[src/hw/bridge_pkg.sv]
package bridge_pkg;

    // Serial bit period in clk cycles, kept short for simulation
    localparam logic [15:0] CLKS_PER_BIT = 16'd16;

    // Frame markers
    localparam logic [7:0] REQ_SOF = 8'hA5;     // Host to bridge
    localparam logic [7:0] RSP_SOF = 8'h5A;     // Bridge to host

    // Command bytes
    localparam logic [7:0] CMD_WRITE = 8'h00;
    localparam logic [7:0] CMD_READ  = 8'h80;

    // Response status codes
    localparam logic [7:0] ST_OK        = 8'h00;
    localparam logic [7:0] ST_CHECKSUM  = 8'h01;
    localparam logic [7:0] ST_BAD_CMD   = 8'h02;
    localparam logic [7:0] ST_BUS_ERR   = 8'h03;    // BRESP or RRESP nonzero
    localparam logic [7:0] ST_UNALIGNED = 8'h04;

    // Datapath widths
    localparam int ADDR_W  = 32;
    localparam int DATA_W  = 32;
    localparam int COUNT_W = 16;

endpackage

[src/hw/uart_rx.sv]
`timescale 1ns/1ps

module uart_rx (
    input  logic       clk,
    input  logic       rst,
    input  logic       rxd,
    output logic [7:0] rx_byte,
    output logic       rx_valid
);

    logic        rxd_meta;
    logic        rxd_sync;
    logic        rxd_prev;      // For falling edge of start bit
    logic        busy;
    logic [3:0]  bit_idx;       // 0 start, 1..8 data, 9 stop
    logic [15:0] cnt;
    logic        sample;

    // Mid-bit point, half a period in for the start bit
    assign sample = (bit_idx == 4'd0) ? (cnt == bridge_pkg::CLKS_PER_BIT / 2 - 16'd1)
                                      : (cnt == bridge_pkg::CLKS_PER_BIT - 16'd1);

    always_ff @(posedge clk) begin
        if (rst) begin
            rxd_meta <= 1'b1;   // Line idles high
            rxd_sync <= 1'b1;
            rxd_prev <= 1'b1;
            busy     <= 1'b0;
            bit_idx  <= 4'd0;
            cnt      <= 16'd0;
            rx_valid <= 1'b0;
        end else begin
            rxd_meta <= rxd;
            rxd_sync <= rxd_meta;
            rxd_prev <= rxd_sync;
            rx_valid <= 1'b0;
            if (!busy) begin
                if (rxd_prev && !rxd_sync) begin   // Start edge
                    busy    <= 1'b1;
                    bit_idx <= 4'd0;
                    cnt     <= 16'd0;
                end
            end else if (sample) begin
                cnt     <= 16'd0;
                bit_idx <= bit_idx + 4'd1;
                if (bit_idx == 4'd0) begin
                    // Glitch, line back high at mid start bit
                    if (rxd_sync) begin
                        busy <= 1'b0;
                    end
                end else if (bit_idx == 4'd9) begin
                    busy     <= 1'b0;
                    rx_valid <= rxd_sync;   // Framing error drops the byte
                end else begin
                    rx_byte <= {rxd_sync, rx_byte[7:1]};   // LSB first
                end
            end else begin
                cnt <= cnt + 16'd1;
            end
        end
    end

endmodule

[src/hw/uart_tx.sv]
`timescale 1ns/1ps

module uart_tx (
    input  logic       clk,
    input  logic       rst,
    input  logic [7:0] tx_byte,
    input  logic       tx_valid,
    output logic       tx_ready,
    output logic       txd
);

    logic [8:0]  shift;         // Data bits then stop bit
    logic [3:0]  bits_left;     // Bit periods still to run
    logic [15:0] cnt;

    assign tx_ready = (bits_left == 4'd0);  // Idle only

    always_ff @(posedge clk) begin
        if (rst) begin
            txd       <= 1'b1;
            bits_left <= 4'd0;
            cnt       <= 16'd0;
        end else if (tx_valid && tx_ready) begin
            txd       <= 1'b0;                  // Start bit
            shift     <= {1'b1, tx_byte};
            bits_left <= 4'd10;
            cnt       <= 16'd0;
        end else if (bits_left != 4'd0) begin
            if (cnt == bridge_pkg::CLKS_PER_BIT - 16'd1) begin
                cnt       <= 16'd0;
                bits_left <= bits_left - 4'd1;
                txd       <= shift[0];
                shift     <= {1'b1, shift[8:1]};    // Backfill keeps line high
            end else begin
                cnt <= cnt + 16'd1;
            end
        end
    end

endmodule

[src/hw/frame_parser.sv]
`timescale 1ns/1ps

module frame_parser (
    input  logic                          clk,
    input  logic                          rst,
    input  logic [7:0]                    rx_byte,
    input  logic                          rx_valid,
    output logic                          req_valid,
    input  logic                          req_ready,
    output logic                          req_read,
    output logic [bridge_pkg::ADDR_W-1:0] req_addr,
    output logic [bridge_pkg::DATA_W-1:0] req_wdata,
    output logic [7:0]                    req_status
);

    logic       in_frame;       // SOF seen
    logic [3:0] idx;            // Byte index after SOF, 0 is CMD
    logic [7:0] cmd;
    logic [7:0] xsum;           // Running XOR of CMD onwards
    logic       is_write;
    logic       last_byte;
    logic [7:0] status;

    // Only a write carries data, anything else is read length
    assign is_write  = (cmd == bridge_pkg::CMD_WRITE);
    assign last_byte = in_frame && (idx == (is_write ? 4'd9 : 4'd5));

    // Error priority: checksum, command, alignment
    always_comb begin
        if ((xsum ^ rx_byte) != 8'h00) begin
            status = bridge_pkg::ST_CHECKSUM;
        end else if (!is_write && cmd != bridge_pkg::CMD_READ) begin
            status = bridge_pkg::ST_BAD_CMD;
        end else if (req_addr[1:0] != 2'b00) begin
            status = bridge_pkg::ST_UNALIGNED;
        end else begin
            status = bridge_pkg::ST_OK;
        end
    end

    always_ff @(posedge clk) begin
        if (rst) begin
            in_frame  <= 1'b0;
            idx       <= 4'd0;
            xsum      <= 8'h00;
            req_valid <= 1'b0;
        end else if (req_valid) begin
            // Holding a request, incoming bytes are lost
            if (req_ready) begin
                req_valid <= 1'b0;
            end
        end else if (rx_valid) begin
            if (!in_frame) begin
                if (rx_byte == bridge_pkg::REQ_SOF) begin  // Hunt
                    in_frame <= 1'b1;
                    idx      <= 4'd0;
                    xsum     <= 8'h00;
                end
            end else begin
                idx  <= idx + 4'd1;
                xsum <= xsum ^ rx_byte;
                if (last_byte) begin
                    in_frame   <= 1'b0;
                    req_valid  <= 1'b1;     // Cycle after checksum byte
                    req_status <= status;
                    req_read   <= !is_write;
                end else if (idx == 4'd0) begin
                    cmd <= rx_byte;
                end else if (idx <= 4'd4) begin
                    req_addr <= {rx_byte, req_addr[bridge_pkg::ADDR_W-1:8]};   // LSB first
                end else begin
                    req_wdata <= {rx_byte, req_wdata[bridge_pkg::DATA_W-1:8]};
                end
            end
        end
    end

endmodule

[src/hw/axi_lite_master.sv]
`timescale 1ns/1ps

module axi_lite_master (
    input  logic                          clk,
    input  logic                          rst,
    input  logic                          req_valid,
    output logic                          req_ready,
    input  logic                          req_read,
    input  logic [bridge_pkg::ADDR_W-1:0] req_addr,
    input  logic [bridge_pkg::DATA_W-1:0] req_wdata,
    input  logic [7:0]                    req_status,
    output logic [bridge_pkg::ADDR_W-1:0] awaddr,
    output logic                          awvalid,
    input  logic                          awready,
    output logic [bridge_pkg::DATA_W-1:0] wdata,
    output logic                          wvalid,
    input  logic                          wready,
    input  logic [1:0]                    bresp,
    input  logic                          bvalid,
    output logic                          bready,
    output logic [bridge_pkg::ADDR_W-1:0] araddr,
    output logic                          arvalid,
    input  logic                          arready,
    input  logic [bridge_pkg::DATA_W-1:0] rdata,
    input  logic [1:0]                    rresp,
    input  logic                          rvalid,
    output logic                          rready,
    output logic                          rsp_valid,
    input  logic                          rsp_ready,
    output logic [7:0]                    rsp_cmd,
    output logic [7:0]                    rsp_status,
    output logic [bridge_pkg::DATA_W-1:0] rsp_rdata
);

    logic [bridge_pkg::ADDR_W-1:0] addr_q;     // Shared by AW and AR

    assign awaddr = addr_q;
    assign araddr = addr_q;

    // Channel flags double as the FSM state
    assign req_ready = !(awvalid || wvalid || bready || arvalid || rready || rsp_valid);

    always_ff @(posedge clk) begin
        if (rst) begin
            awvalid   <= 1'b0;
            wvalid    <= 1'b0;
            bready    <= 1'b0;
            arvalid   <= 1'b0;
            rready    <= 1'b0;
            rsp_valid <= 1'b0;
        end else begin
            if (req_valid && req_ready) begin
                addr_q  <= req_addr;
                wdata   <= req_wdata;
                rsp_cmd <= req_read ? bridge_pkg::CMD_READ : bridge_pkg::CMD_WRITE;
                if (req_status != bridge_pkg::ST_OK) begin
                    // Bypass bus, answer next cycle
                    rsp_valid  <= 1'b1;
                    rsp_status <= req_status;
                    if (req_status == bridge_pkg::ST_BAD_CMD) begin
                        rsp_cmd <= 8'hFF;
                    end
                end else if (req_read) begin
                    arvalid <= 1'b1;
                end else begin
                    awvalid <= 1'b1;
                    wvalid  <= 1'b1;
                end
            end
            // AW and W complete independently
            if (awvalid && awready) begin
                awvalid <= 1'b0;
            end
            if (wvalid && wready) begin
                wvalid <= 1'b0;
            end
            if ((awvalid || wvalid) && (!awvalid || awready) && (!wvalid || wready)) begin
                bready <= 1'b1;
            end
            if (bready && bvalid) begin
                bready     <= 1'b0;
                rsp_valid  <= 1'b1;
                rsp_status <= (bresp != 2'b00) ? bridge_pkg::ST_BUS_ERR : bridge_pkg::ST_OK;
            end
            if (arvalid && arready) begin
                arvalid <= 1'b0;
                rready  <= 1'b1;
            end
            if (rready && rvalid) begin
                rready     <= 1'b0;
                rsp_valid  <= 1'b1;
                rsp_rdata  <= rdata;
                rsp_status <= (rresp != 2'b00) ? bridge_pkg::ST_BUS_ERR : bridge_pkg::ST_OK;
            end
            if (rsp_valid && rsp_ready) begin
                rsp_valid <= 1'b0;
            end
        end
    end

endmodule

[src/hw/frame_builder.sv]
`timescale 1ns/1ps

module frame_builder (
    input  logic                          clk,
    input  logic                          rst,
    input  logic                          rsp_valid,
    output logic                          rsp_ready,
    input  logic [7:0]                    rsp_cmd,
    input  logic [7:0]                    rsp_status,
    input  logic [bridge_pkg::DATA_W-1:0] rsp_rdata,
    output logic [7:0]                    tx_byte,
    output logic                          tx_valid,
    input  logic                          tx_ready
);

    logic [2:0]                    step;    // 0 SOF, 1 status, 2 cmd, 3..6 data, 7 checksum
    logic [7:0]                    cmd_q;
    logic [7:0]                    status_q;
    logic [bridge_pkg::DATA_W-1:0] data_q;
    logic [7:0]                    xsum;
    logic                          has_data;

    assign rsp_ready = !tx_valid;
    assign has_data  = (cmd_q == bridge_pkg::CMD_READ) && (status_q == bridge_pkg::ST_OK);

    always_comb begin
        case (step)
            3'd0:    tx_byte = bridge_pkg::RSP_SOF;
            3'd1:    tx_byte = status_q;
            3'd2:    tx_byte = cmd_q;
            3'd7:    tx_byte = xsum;
            default: tx_byte = data_q[7:0];    // Read data LSB first
        endcase
    end

    always_ff @(posedge clk) begin
        if (rst) begin
            tx_valid <= 1'b0;
            step     <= 3'd0;
        end else if (rsp_valid && rsp_ready) begin
            tx_valid <= 1'b1;
            step     <= 3'd0;
            cmd_q    <= rsp_cmd;
            status_q <= rsp_status;
            data_q   <= rsp_rdata;
            xsum     <= 8'h00;
        end else if (tx_valid && tx_ready) begin
            if (step != 3'd0) begin
                xsum <= xsum ^ tx_byte;     // SOF not covered
            end
            if (step >= 3'd3) begin
                data_q <= data_q >> 8;
            end
            if (step == 3'd7) begin
                tx_valid <= 1'b0;           // Frame done
            end else if (step == 3'd2 && !has_data) begin
                step <= 3'd7;
            end else begin
                step <= step + 3'd1;
            end
        end
    end

endmodule

[src/hw/uart_axi_bridge.sv]
`timescale 1ns/1ps

module uart_axi_bridge (
    input  logic                           clk,
    input  logic                           rst,
    input  logic                           rxd,
    output logic                           txd,
    output logic [bridge_pkg::ADDR_W-1:0]  awaddr,
    output logic                           awvalid,
    input  logic                           awready,
    output logic [bridge_pkg::DATA_W-1:0]  wdata,
    output logic                           wvalid,
    input  logic                           wready,
    input  logic [1:0]                     bresp,
    input  logic                           bvalid,
    output logic                           bready,
    output logic [bridge_pkg::ADDR_W-1:0]  araddr,
    output logic                           arvalid,
    input  logic                           arready,
    input  logic [bridge_pkg::DATA_W-1:0]  rdata,
    input  logic [1:0]                     rresp,
    input  logic                           rvalid,
    output logic                           rready,
    input  logic                           clear_counts,
    output logic [bridge_pkg::COUNT_W-1:0] write_count,
    output logic [bridge_pkg::COUNT_W-1:0] read_count,
    output logic                           busy
);

    logic [7:0]                    rx_byte;
    logic                          rx_valid;
    logic                          req_valid;
    logic                          req_ready;
    logic                          req_read;
    logic [bridge_pkg::ADDR_W-1:0] req_addr;
    logic [bridge_pkg::DATA_W-1:0] req_wdata;
    logic [7:0]                    req_status;
    logic                          rsp_valid;
    logic                          rsp_ready;
    logic [7:0]                    rsp_cmd;
    logic [7:0]                    rsp_status;
    logic [bridge_pkg::DATA_W-1:0] rsp_rdata;
    logic [7:0]                    tx_byte;
    logic                          tx_valid;
    logic                          tx_ready;
    logic                          rsp_ok;

    uart_rx u_rx (
        .clk(clk), .rst(rst), .rxd(rxd), .rx_byte(rx_byte), .rx_valid(rx_valid)
    );

    frame_parser u_parser (
        .clk(clk), .rst(rst), .rx_byte(rx_byte), .rx_valid(rx_valid),
        .req_valid(req_valid), .req_ready(req_ready), .req_read(req_read),
        .req_addr(req_addr), .req_wdata(req_wdata), .req_status(req_status)
    );

    axi_lite_master u_master (
        .clk(clk), .rst(rst),
        .req_valid(req_valid), .req_ready(req_ready), .req_read(req_read),
        .req_addr(req_addr), .req_wdata(req_wdata), .req_status(req_status),
        .awaddr(awaddr), .awvalid(awvalid), .awready(awready),
        .wdata(wdata), .wvalid(wvalid), .wready(wready),
        .bresp(bresp), .bvalid(bvalid), .bready(bready),
        .araddr(araddr), .arvalid(arvalid), .arready(arready),
        .rdata(rdata), .rresp(rresp), .rvalid(rvalid), .rready(rready),
        .rsp_valid(rsp_valid), .rsp_ready(rsp_ready), .rsp_cmd(rsp_cmd),
        .rsp_status(rsp_status), .rsp_rdata(rsp_rdata)
    );

    frame_builder u_builder (
        .clk(clk), .rst(rst),
        .rsp_valid(rsp_valid), .rsp_ready(rsp_ready), .rsp_cmd(rsp_cmd),
        .rsp_status(rsp_status), .rsp_rdata(rsp_rdata),
        .tx_byte(tx_byte), .tx_valid(tx_valid), .tx_ready(tx_ready)
    );

    uart_tx u_tx (
        .clk(clk), .rst(rst), .tx_byte(tx_byte), .tx_valid(tx_valid),
        .tx_ready(tx_ready), .txd(txd)
    );

    // Successful transfer leaving the bus stage
    assign rsp_ok = rsp_valid && rsp_ready && (rsp_status == bridge_pkg::ST_OK);

    // Master not ready covers bus phase and held response
    assign busy = req_valid || !req_ready || !rsp_ready || !tx_ready;

    always_ff @(posedge clk) begin
        if (rst || clear_counts) begin
            write_count <= '0;
            read_count  <= '0;
        end else if (rsp_ok) begin
            if (rsp_cmd == bridge_pkg::CMD_READ) begin
                read_count <= read_count + 1'b1;
            end else if (rsp_cmd == bridge_pkg::CMD_WRITE) begin
                write_count <= write_count + 1'b1;
            end
        end
    end

endmodule

[config.mk]
export PLATFORM = sky130hd
export DESIGN_NAME = uart_axi_bridge
export DESIGN_NICKNAME = d
export VERILOG_FILES = /design/src/hw/bridge_pkg.sv /design/src/hw/uart_rx.sv /design/src/hw/uart_tx.sv /design/src/hw/frame_parser.sv /design/src/hw/axi_lite_master.sv /design/src/hw/frame_builder.sv /design/src/hw/uart_axi_bridge.sv
export SDC_FILE = /design/constraint.sdc
export NUM_CORES = 1
export LEC_CHECK = 0
export BUFFER_PORTS_ARGS = -buffer_cell sky130_fd_sc_hd__clkbuf_2
export CORE_MARGIN = 2
export CORE_UTILIZATION = 49
export CTS_CLUSTER_DIAMETER = 50
export DETAILED_ROUTE_END_ITERATION = 6
export PLACE_DENSITY = 0.67
export SYNTH_ARGS = -nofsm -noshare
export SYNTH_HDL_FRONTEND = slang
export SYNTH_HIERARCHICAL = 1
export SYNTH_SLANG_ARGS = --single-unit
[constraint.sdc]
create_clock -name clk -period 5.8 [get_ports clk]
set_input_delay 0.87 -clock clk [delete_from_list [all_inputs] [get_ports clk]]
set_output_delay 0.87 -clock clk [all_outputs]
set_load 0.005 [all_outputs]
======== Yosys cells after proc, flatten, opt, wreduce, memory -nomap -nowiden ========
Cells that the tools add are included.
storage, ports and cells
  bits in registers ....................... 363
  input bits .............................. 45
cells by class
  add/subtract/negate cells ............... 8
  $lt $le $gt $ge ......................... 2
  equality and inequality tests ........... 14
  mux-type cells .......................... 61
  bitwise operators ....................... 15
  reduce and logical (&&, ||, !) cells .... 93
operators by type and width
  cell                                                   number
  two-way mux 32 bit                                     3
  two-way mux 8 bit                                      12
  adder 16 x 1 -> 16 bit (second input constant)         4
  two-way mux 16 bit                                     4
  two-way mux 4 bit                                      9
  equality test 16 x 4 -> 1 bit (second input constant)  2
  logical NOT 8 bit                                      4
  case mux 8 bit (4 select lines)                        1
  two-way mux 1 bit                                      25
  equality test 8 bit (second input constant)            3
  AND reduction 3 bit                                    8
  AND reduction 2 bit                                    11
  nonzero test 2 bit                                     11
  two-way mux 9 bit                                      2
  equality test 16 x 3 -> 1 bit (second input constant)  1
  logical AND 1 bit                                      16
  nonzero test 8 bit                                     2
  OR reduction 2 bit                                     8
  bitwise XOR 8 bit                                      2
  AND reduction 7 bit                                    2
  NOT 1 bit                                              13
  logical NOT 4 bit                                      3
  logical OR 1 bit                                       11
  AND reduction 5 bit                                    2
  20 further kinds                                       34

======== Longest topological paths before layout ========
  word-level depth ........................ 10
  mapped depth ............................ 10

======== Hierarchy ========
Netlist, hierarchy kept.
modules (own cells, without submodules)
  module           instances  cells each  area each (um^2)
  axi_lite_master  1          194         3,885.0
  frame_parser     1          185         3,241.9
  frame_builder    1          259         2,917.8
  uart_axi_bridge  1          190         1,620.3
  uart_rx          1          172         1,599.0
  uart_tx          1          139         1,395.1

======== Worst setup path before layout ========
Ideal clock, no wire load.
  path type ............................... reg2reg
  start point ............................. register u_parser.cmd[1]
  end point ............................... register u_parser/req_wdata[0] (netlist bit) (enable)
  library setup time ...................... 0.502 ns
  arrival time ............................ 4.407 ns
  data required time ...................... 5.298 ns
  setup slack ............................. 0.891 ns
  cell stages (with the launch flop) ...... 5
  period minus slack after synthesis ...... 4.909 ns
  path through ............................ edfxtp_1 or4_4 nand2b_4 mux2i_4 nor4_1
on the way
  cells in the longest elaborated chain, start to end .. 6
RTL lines
  item                                  RTL line            source
  start, declared                       frame_parser.sv:18  logic [7:0] cmd;
  start signal, assigned                frame_parser.sv:68  cmd <= rx_byte;
  logical NOT 8 bit                     frame_parser.sv:25  assign is_write = (cmd == bridge_pkg::CMD_WRITE);
  two-way mux 4 bit                     frame_parser.sv:26  assign last_byte = in_frame && (idx == (is_write ? 4'd9 : 4'd5));
  equality test 4 bit                   frame_parser.sv:26
  logical AND 1 bit                     frame_parser.sv:26
  NOT 1 bit (no source line)            n/a
  AND reduction 7 bit (no source line)  n/a
  end signal, assigned                  frame_parser.sv:72  req_wdata <= {rx_byte, req_wdata[bridge_pkg::DATA_W-1:8]};
  end, declared                         frame_parser.sv:12  output logic [bridge_pkg::DATA_W-1:0] req_wdata,
No other way between the ends.
A chain may end at the register's enable or synchronous reset.

======== Worst setup path in the final report ========
  start point ............................. register u_tx.bits_left[0]
  end point ............................... output busy
on the way
  cells in the longest elaborated chain, start to end .. 3
RTL lines
  item                    RTL line               source
  start, declared         uart_tx.sv:13          logic [3:0] bits_left;
  start signal, assigned  uart_tx.sv:31          bits_left <= bits_left - 4'd1;
  logical NOT 4 bit       uart_tx.sv:16          assign tx_ready = (bits_left == 4'd0);
  via tx_ready            uart_axi_bridge.sv:45  logic tx_ready;
  logical NOT 1 bit       uart_axi_bridge.sv:87  assign busy = req_valid || !req_ready || !rsp_ready || !tx_ready;
  logical OR 1 bit        uart_axi_bridge.sv:87
  end, declared           uart_axi_bridge.sv:27  output logic busy
The timed path passes the listed nets, and every way through them passes these cells.

==> results_dict.tcl <==
set metrics [dict create \
    outcome "completed" \
    peakVddDrop_mv 0.247 \
    cp_data_arrival_time_ns 2.29 \
    nets 1354 \
    start_util 0.496 \
    dieWidth_um 177 \
    ys_seq_area_frac 0.660 \
    root_buffer "clkbuf_16" \
    synth_area_um2 14700 \
    grt_overflow 0 \
    routed_wl_um 28900 \
    fin_crit_ns 3.16 \
    instances_no_fill 1715 \
    drc_errors 0 \
    crit_required_ns 4.93 \
    cts_tree "done" \
    cp-startpoint "u_tx/bits_left[0]$_SDFFE_PP0P_" \
    rsz0062_at_grt "false" \
    gp_congestion 0.810 \
    grtUsageTotal 0.183 \
    clk_pin_slew_ns 0.06 \
    drive_gt1_frac 0.247 \
    dieArea_um2 31300 \
    cts_resized 0 \
    wl_per_cell_um 16.9 \
    finalHoldViolations 0 \
    vias_per_cell 5.32 \
    worst_pin_slew_ns 1.21 \
    clk_path_buf_depth 3 \
    max_freq_mhz 316 \
    grt_first_pass_wirelength_um 45900 \
    cts_setup_buffers 0 \
    portBuffers 179 \
    ant_nets 0 \
    finish.utilization 0.575 \
    p_per_area_nw_per_um2 312 \
    preCtsSetupSlack_ns 2.58 \
    synth_edf_count 254 \
    clock-sinks 356 \
    htree_levels 2 \
    dr.first_iter.drc_count 626 \
    dp.cells 1638 \
    relSlewSlack 0.189 \
    cts_buffers 41 \
    io_pins 180 \
    worstReg2RegStart "u_tx/bits_left[0]$_SDFFE_PP0P_" \
    skew_ns 0.0180 \
    min_from "u_parser/req_wdata[2]$_DFFE_PP_" \
    netlist_instances 1139 \
    path_max_fanout 15 \
    first_pass_iters 6 \
    startpoint_type "register" \
    grt_pass1_vias 8735 \
    crit_path_end_kind "output port" \
    core_um2 29600 \
    synth-async-reset-ratio 0 \
    clk_latency_ns 0.53 \
    finalMaxSlewViolations 0 \
    setup_ws_ns 2.64 \
    die_h_um 177 \
    p_leak_uw 0.00611 \
    post-route-period-util 0.545 \
    vias 9131 \
    timing_worst_setup_path_type "register to output port" \
    cts_hold_buf 0 \
    min_path_type "register to register" \
    grt_start_max_net_pins 66 \
    yosys_warnings 6 \
    antenna_found_initial 2 \
    yosysUniqueCellTypes 91 \
    setup_viol 0 \
    area_growth_pct 15.9 \
    synth_seq_cells 356 \
    r2r_slack_ns 3.00 \
    finalSetupTns_ns 0 \
    rows 63 \
    synth.avg_cell_area_um2 12.9 \
    maxCapViolCount 0 \
    dpl.hpwl_um 19300 \
    ys.flop_type "edfxtp_1" \
]
-- cells in the final DEF (no fill, tap or decap), types with 13 or more instances in the layout --
| master | instances |
|---|---|
| edfxtp_1 | 254 |
| nor3_1 | 27 |
| clkbuf_2 | 179 |
| nand2_1 | 137 |
| or2_2 | 14 |
| nand3_1 | 35 |
| xor2_1 | 13 |
| xnor2_1 | 39 |
| dfxtp_1 | 102 |
| ha_1 | 18 |
| nor4_1 | 34 |
| clkbuf_16 | 41 |
| nand4_1 | 16 |
| nor2_1 | 62 |
| a21oi_1 | 33 |
| inv_1 | 27 |
| and2_1 | 17 |
| mux2i_1 | 13 |
| o21ai_0 | 20 |
-- flip-flops by register name, summed over array words and instances (netlist names), 4 cells and up --
register	count
read_count	16
u_builder/cmd_q	8
u_builder/data_q	32
u_builder/status_q	8
u_builder/xsum	8
u_master/araddr	32
u_master/rsp_rdata	32
u_master/rsp_status	8
u_master/wdata	32
u_parser/cmd	8
u_parser/idx	4
u_parser/req_addr	32
u_parser/req_wdata	32
u_parser/xsum	8
u_rx/bit_idx	4
u_rx/cnt	16
u_rx/rx_byte	8
u_tx/bits_left	4
u_tx/cnt	16
u_tx/shift	8
write_count	16
-- path summary, 6_finish.rpt --
check,to,depth (start not counted)
worst max-delay path,busy,6
worst min-delay path,u_master/wdata[2]$_DFFE_PP_,0
worst min register to register,u_master/wdata[2]$_DFFE_PP_,0
worst max register to register,u_tx/shift[7]$_SDFFCE_PP1P_,6
-- layer usage --
metal | vias to the layer above | share of wire | track usage
li1 | 4473 | - | -
met1 | 4435 | 0.43 | 0.245
met2 | 175 | 0.50 | 0.310
met3 | 48 | 0.040 | 0.0277
met4 | 0 | 0.024 | 0.0548
met5 | - | 0 | 0
-- final cells by class --
type                       instances  area, µm²
clock inverter                    29        329
fill                            2397      12600
multi-input combinational        678       4400
tap                              390        488
inverter                          28        105
antenna                            2       5.00
clock buffer                      46       1040
timing repair buffer             186        948
sequential                       356       9670
-- metrics by stage --
stage,power (µW),cell area (µm²),hold slack [ns]
after floorplan,2770,14700,0.389
after global placement,2800,15600,0.392
after detailed placement,2800,15600,0.395
after CTS,5350,17000,0.420
after global routing,5450,17000,0.426
final,5290,17000,0.416
-- report_power, final --
group | internal [µW] | total, µW | switching [µW] | leakage (µW)
clock network | 1510 | 2550 | 1050 | 0.000656
registers | 2700 | 2700 | 2.27 | 0.00307
logic | 17.0 | 45.1 | 28.1 | 0.00238
total | 4220 | 5290 | 1080 | 0.00611
-- kinds of logic after synthesis --
family | share of synthesized area
buf+inv | 0.0428
simple gates | 0.170
xor+xnor | 0.0311
other cells | 0.000256
compound gates | 0.0642
flops | 0.660
fa+ha+maj | 0.0154
mux | 0.0166
-- synth_stat cells, drive strengths merged, types with 11 or more instances --
library cell  number  area [µm²]
a21oi             45         267
and2              19         119
and3              13        82.6
buf               59         439
clkbuf            22        83.8
dfxtp            102        2040
edfxtp           254        7630
ha                18         225
inv               28         105
mux2i             14         153
nand2            138         521
nand3             37         195
nand4             17         113
nor2              64         243
nor2b             11        71.3
nor3              30         160
nor4              37         253
o21ai             23         119
or2               14        87.6
or3               12        80.1
xnor2             39         342
xor2              13         114
-- critical path, cell delays in order, from the launching register on --
cell	delay [ns]
dfxtp_1	0.32
inv_1	0.10
ha_1	0.17
or3b_1	0.48
inv_2	0.28
nand4b_1	0.24
clkbuf_2	0.17
Power figures use the tool's default switching activity.
